`src/common/dside_pkg.sv`:
```
// shared sizes, bus types and access record for the data-side checking system
// imported by the memory, tracker, shadow checker and testbench
package dside_pkg;

  // --------------------------------------------------------------------------
  // sizes
  // --------------------------------------------------------------------------

  // data memory depth in 32-bit words
  localparam int MEM_WORDS  = 256;
  // word index width, MEM_WORDS == 2**ADDR_IDX_W
  localparam int ADDR_IDX_W = 8;
  // access and mismatch counter width
  localparam int CNT_W      = 16;

  // --------------------------------------------------------------------------
  // data bus
  // --------------------------------------------------------------------------

  // request as driven by the load/store agent, held until granted
  typedef struct packed {
    logic        we;
    logic [31:0] addr;
    logic [3:0]  be;
    logic [31:0] wdata;
  } dmem_req_t;

  // response, valid one cycle after the grant
  typedef struct packed {
    logic        rvalid;
    logic [31:0] rdata;
    logic        err;
  } dmem_rsp_t;

  // misalignment flags from the LSU, valid in the request cycle
  typedef struct packed {
    logic misaligned_first;
    logic misaligned_second;
  } lsu_info_t;

  // --------------------------------------------------------------------------
  // checking side
  // --------------------------------------------------------------------------

  // one completed access
  // data is the store data for stores, the returned read data for loads
  typedef struct packed {
    logic        store;
    logic [31:0] addr;
    logic [3:0]  be;
    logic [31:0] data;
    logic        err;
    logic        misaligned_first;
    logic        misaligned_second;
  } access_rec_t;

  // whole-word write from the external writer, invisible to the model
  typedef struct packed {
    logic [ADDR_IDX_W-1:0] idx;
    logic [31:0]           data;
  } bd_wr_t;

endpackage

```
`src/cosim/dside_tracker.sv`:
```
// pairs each granted data request with its response
// emits one access record per completed access for the shadow checker
`timescale 1ns/1ps

module dside_tracker import dside_pkg::*; (
  input  logic        clk_i,
  input  logic        rst_ni,

  input  logic        req_i,
  input  logic        gnt_i,
  input  dmem_req_t   req_data_i,
  input  lsu_info_t   lsu_info_i,
  input  dmem_rsp_t   rsp_i,

  output logic        rec_valid_o,
  output access_rec_t rec_o
);

  logic        xfer;
  logic        outstanding_q;
  // request side of the record, data holds wdata until the response
  access_rec_t pend_q;

  assign xfer = req_i & gnt_i;

  // --------------------------------------------------------------------------
  // outstanding access
  // --------------------------------------------------------------------------

  // a new transfer may land in the same cycle as the previous response
  always_ff @(posedge clk_i or negedge rst_ni) begin
    if (!rst_ni) begin
      outstanding_q <= 1'b0;
    end else if (xfer) begin
      outstanding_q <= 1'b1;
    end else if (rsp_i.rvalid) begin
      outstanding_q <= 1'b0;
    end
  end

  always_ff @(posedge clk_i) begin
    if (xfer) begin
      pend_q.store             <= req_data_i.we;
      pend_q.addr              <= req_data_i.addr;
      pend_q.be                <= req_data_i.be;
      pend_q.data              <= req_data_i.wdata;
      pend_q.err               <= 1'b0;
      pend_q.misaligned_first  <= lsu_info_i.misaligned_first;
      pend_q.misaligned_second <= lsu_info_i.misaligned_second;
    end
  end

  // --------------------------------------------------------------------------
  // record
  // --------------------------------------------------------------------------

  assign rec_valid_o = rsp_i.rvalid;

  always_comb begin
    rec_o      = pend_q;
    rec_o.data = pend_q.store ? pend_q.data : rsp_i.rdata;
    rec_o.err  = rsp_i.err;
  end

  a_rvalid_has_access: assert property (@(posedge clk_i) disable iff (!rst_ni)
    rsp_i.rvalid |-> outstanding_q);

endmodule

```
`config.mk`:
```
export PLATFORM = sky130hd
export DESIGN_NAME = dside_tracker
export DESIGN_NICKNAME = d
export VERILOG_FILES = /design/src/common/dside_pkg.sv /design/src/cosim/dside_tracker.sv
export SDC_FILE = /design/constraint.sdc
export NUM_CORES = 1
export LEC_CHECK = 0
export ABC_AREA = 1
export ABC_CLOCK_PERIOD_IN_PS = 2300
export BUFFER_PORTS_ARGS = -buffer_cell sky130_fd_sc_hd__buf_2
export CAP_MARGIN = 20
export CORE_MARGIN = 2
export CORE_UTILIZATION = 39
export CTS_CLUSTER_DIAMETER = 60
export DETAILED_ROUTE_END_ITERATION = 12
export PLACE_DENSITY = 0.75
export SYNTH_ARGS = -nofsm -noshare
export SYNTH_HDL_FRONTEND = slang
export SYNTH_SLANG_ARGS = --single-unit
```
`constraint.sdc`:
```
create_clock -name clk_i -period 2.3 [get_ports clk_i]
set_clock_uncertainty 0.15 [all_clocks]
set_input_delay 0.23 -clock clk_i [delete_from_list [all_inputs] [get_ports clk_i]]
set_output_delay 0.23 -clock clk_i [all_outputs]
set_load 0.01 [all_outputs]
```
After elaboration in Yosys (flattened, before gate mapping)
Cells that the tools add are included.
{"block": "word_totals", "in_bits": 109, "latch_bits": 0, "reg_bits": 71, "ramBits": 0, "n_memories": 0, "out_inout_bits": 73, "word_cells": 8, "romBits": 0}
{"block": "classes", "div_mod_pow": 0, "order_cmp": 0, "n_mux": 1, "reduce_logical": 0, "shifts": 0, "eq_ne": 0, "mul": 0, "add_sub_neg": 0, "n_bitwise": 1}
{"op": "$mux W32", "n": 1}
{"op": "$and A1 B1 Y1", "n": 1}

Depth between registers and ports, before layout
{"block": "logic_depth", "word_depth": 1, "mapped_depth": 5, "ltp_nobuf": 3}

Least setup slack after synthesis
No wires, ideal clock.
{"block": "synth_timing", "path_type": "input to register", "from": "input port req_i", "to": "register pend_q[10] (netlist name), enable pin", "path_stages": 2, "n_path_buf": 0, "t_required_ns": 1.725, "setup_time_ns": 0.425, "slack_ns": 0.080, "arrival_ns": 1.645, "path_cell_list": "nand2_1 -> inv_1"}
{"block": "synth_between", "elab_chain_cells": 1}
{"item": "start, declared", "line_no": "dside_tracker.sv:9", "text": "input logic req_i,"}
{"item": "$and A1 B1 Y1", "line_no": "dside_tracker.sv:24", "text": "assign xfer = req_i & gnt_i;"}
{"item": "named net xfer", "line_no": "dside_tracker.sv:19", "text": "logic xfer;"}
{"item": "end, declared", "line_no": "dside_tracker.sv:22", "text": "access_rec_t pend_q;"}
The timed path passes the listed nets, and every way through them passes these cells.
A chain may end at the register's enable or synchronous reset.

==> flow_summary.toml <==
[worst_setup_path]
critPathLaunchType = "register"
critPathArrivalTime_ps = 1390
cpMostUsedCell = "nand2_1"
crit_slowest_cell = "edfxtp_1"
crit_path_max_incr_delay_ps = 430
path_max_fanout = 32
crit_path_end_kind = "primary output"
crit_type = "reg2out"
cp-startpoint = "rec_o[71]$_DFFE_PP_"
crit_chain = "buf_4, inv_8, nand2_1, nand2_1, buf_2"
required_ps = 1920

[synth]
synth-seq-cells = 71
ys_seq_area_frac = 0.725
yosys_warnings = 0
syn_area_mm2 = 0.00294
syn_avg_cell_area_um2 = 13.5
synthesis.nets = 327
synthDistinctLibCells = 9
synth_cells = 218

[route]
vias = 2243
vias_per_cell = 4.17
drc_errors = 0
route.met2.wl_mm = 3.68
drt-met1-wl_mm = 2.58
dr.first_iter.drc_count = 21
wl_met3_um = 546
routed_wirelength_mm = 6.91
ant_nets = 0
routed.top_layer = "met4"
firstDrtPassIters = 4
post_drt_wl_per_cell_um = 12.8

[global_route]
grt_max_degree = 38
antenna_found_initial = 0
overflow = 0
grt_pass1_vias = 2294
grt_pass1_wl_mm = 10.5
grt_usage = 0.165

[place]
hpwl_mm = 4.27
globalplace.congestion = 0.678
io_buffers = 176

[final_layout]
seq_area_mm2 = 0.00213
multi_input_area_um2 = 389
drive_above_1_share = 0.472
nets = 543
num_antenna_cells = 0
num-fill-cells = 584
synthToLayoutAreaGrowth_pct = 52.3

[clock_tree]
numCtsBuffers = 9
cts_tree = "built"
cts_root_buf = "clkbuf_8"
clockBufferDepth = 2
post_cts_resized = 0
htree_levels = 3
cts.clk_slew.worst_paths_ps = 70
clock_sinks = 71

[floorplanning]
rows = 31
die_x_um = 90.8
die_h_um = 90.8
core_mm2 = 0.00729
die_area_mm2 = 0.00825
pin_count = 182
start_util = 0.403

[pwr]
peakVddDrop_uv = 399
p_leak_nw = 2.09
powerDensity_mw_per_mm2 = 650

[sta]
max_slew_margin = 0.681
rsz0062_at_grt = "no"
hold_slack_ps = 310
worst_pin_slew_ps = 478
finalCriticalPeriod_ps = 1770
finalCritPeriodShare = 0.770
setup-tns-final_ps = 0
drv_slew = 0
hold_violations = 0
fmax_mhz = 565
setup_viol = 0

[min_path]
hold_path_class = "in2out"
min_from = "rsp_i[33]"

[outcome]
status = "finished clean"

[run]
maxCapViolCount = 0
-- worst max-delay path: cells and delay by family (launching register included) --
kind	cells	cell delay [ps]
buffers and inverters	3	480
flip-flops	1	430
AND/OR/NAND/NOR	2	140
-- per-stage QoR --
step	cell area, um2	worst slack (ps)	instances	utilization	total power [mW]
after global routing	4480	421	538	0.614	3.05
after global placement	3560	424	448	0.489	1.90
after CTS	4450	33.4	535	0.611	2.93
final	4480	530	538	0.614	2.91
after detailed placement	3560	406	448	0.489	1.92
after floorplan	2940	79.9	218	-	1.79
-- layer usage --
| metal | vias up | track usage |
|---|---|---|
| met4 | 0 | 0.0581 |
| met2 | 109 | 0.312 |
| li1 | 1110 | - |
| met1 | 1014 | 0.167 |
| met5 | - | 0 |
| met3 | 10 | 0.0576 |
-- synthesized netlist by cell type --
master    count  area (um2)
buf_4        41         308
nand2_2      10        62.6
nand2_1      87         327
buf_6         3        33.8
inv_1         1        3.75
clkbuf_8      3        41.3
buf_12        1        20.0
inv_8         1        11.3
edfxtp_1     71        2130
-- cells in the final DEF (no fill, tap or decap), drive strengths merged --
| cell type | Yosys | layout |
|---|---|---|
| buf | 45 | 182 |
| nand2 | 97 | 97 |
| dlygate4sd3 | 0 | 71 |
| edfxtp | 71 | 71 |
| clkbuf | 3 | 11 |
| clkinv | 0 | 4 |
| inv | 2 | 2 |
| bufinv | 0 | 1 |
-- power by group --
part	switching [mW]	internal (mW)	leakage [nW]
sequential	0.0223	1.52	0.666
combinational	0.206	0.238	1.32
clock	0.431	0.493	0.0945
-- area by class of cell --
cell class,instances,area share
Multi-Input combinational cell,97,0.0869
Timing Repair Buffer,253,0.366
Clock buffer,11,0.0293
Clock inverter,5,0.0109
Sequential cell,71,0.476
Inverter,2,0.00335
Tap cell,99,0.0277
-- timing repair --
item / in CTS / in global routing
buffers inserted: 0 / 3
hold buffers: 71 / 0
endpoints found under the setup margin: 0 / 15
endpoints found under the hold margin: 71 / 0
-- cells by family (layout without fill, tap and decap cells) --
| kind of cell | Yosys count | count (layout) | share of synthesized area |
|---|---|---|---|
| buffers and inverters | 50 | 271 | 0.142 |
| flip-flops | 71 | 71 | 0.725 |
| AND/OR/NAND/NOR | 97 | 97 | 0.132 |
-- sequential cells by signal, summed over array words and instances (netlist names) --
name and count:
pend_q 32, rec_o 39
-- worst paths after layout --
kind | slack, ps | cells past startpoint | endpoint
setup / recovery | 530 | 5 | rec_o[12]
hold / removal | 310 | 0 | rec_valid_o
(Power assumes the default switching activity.)
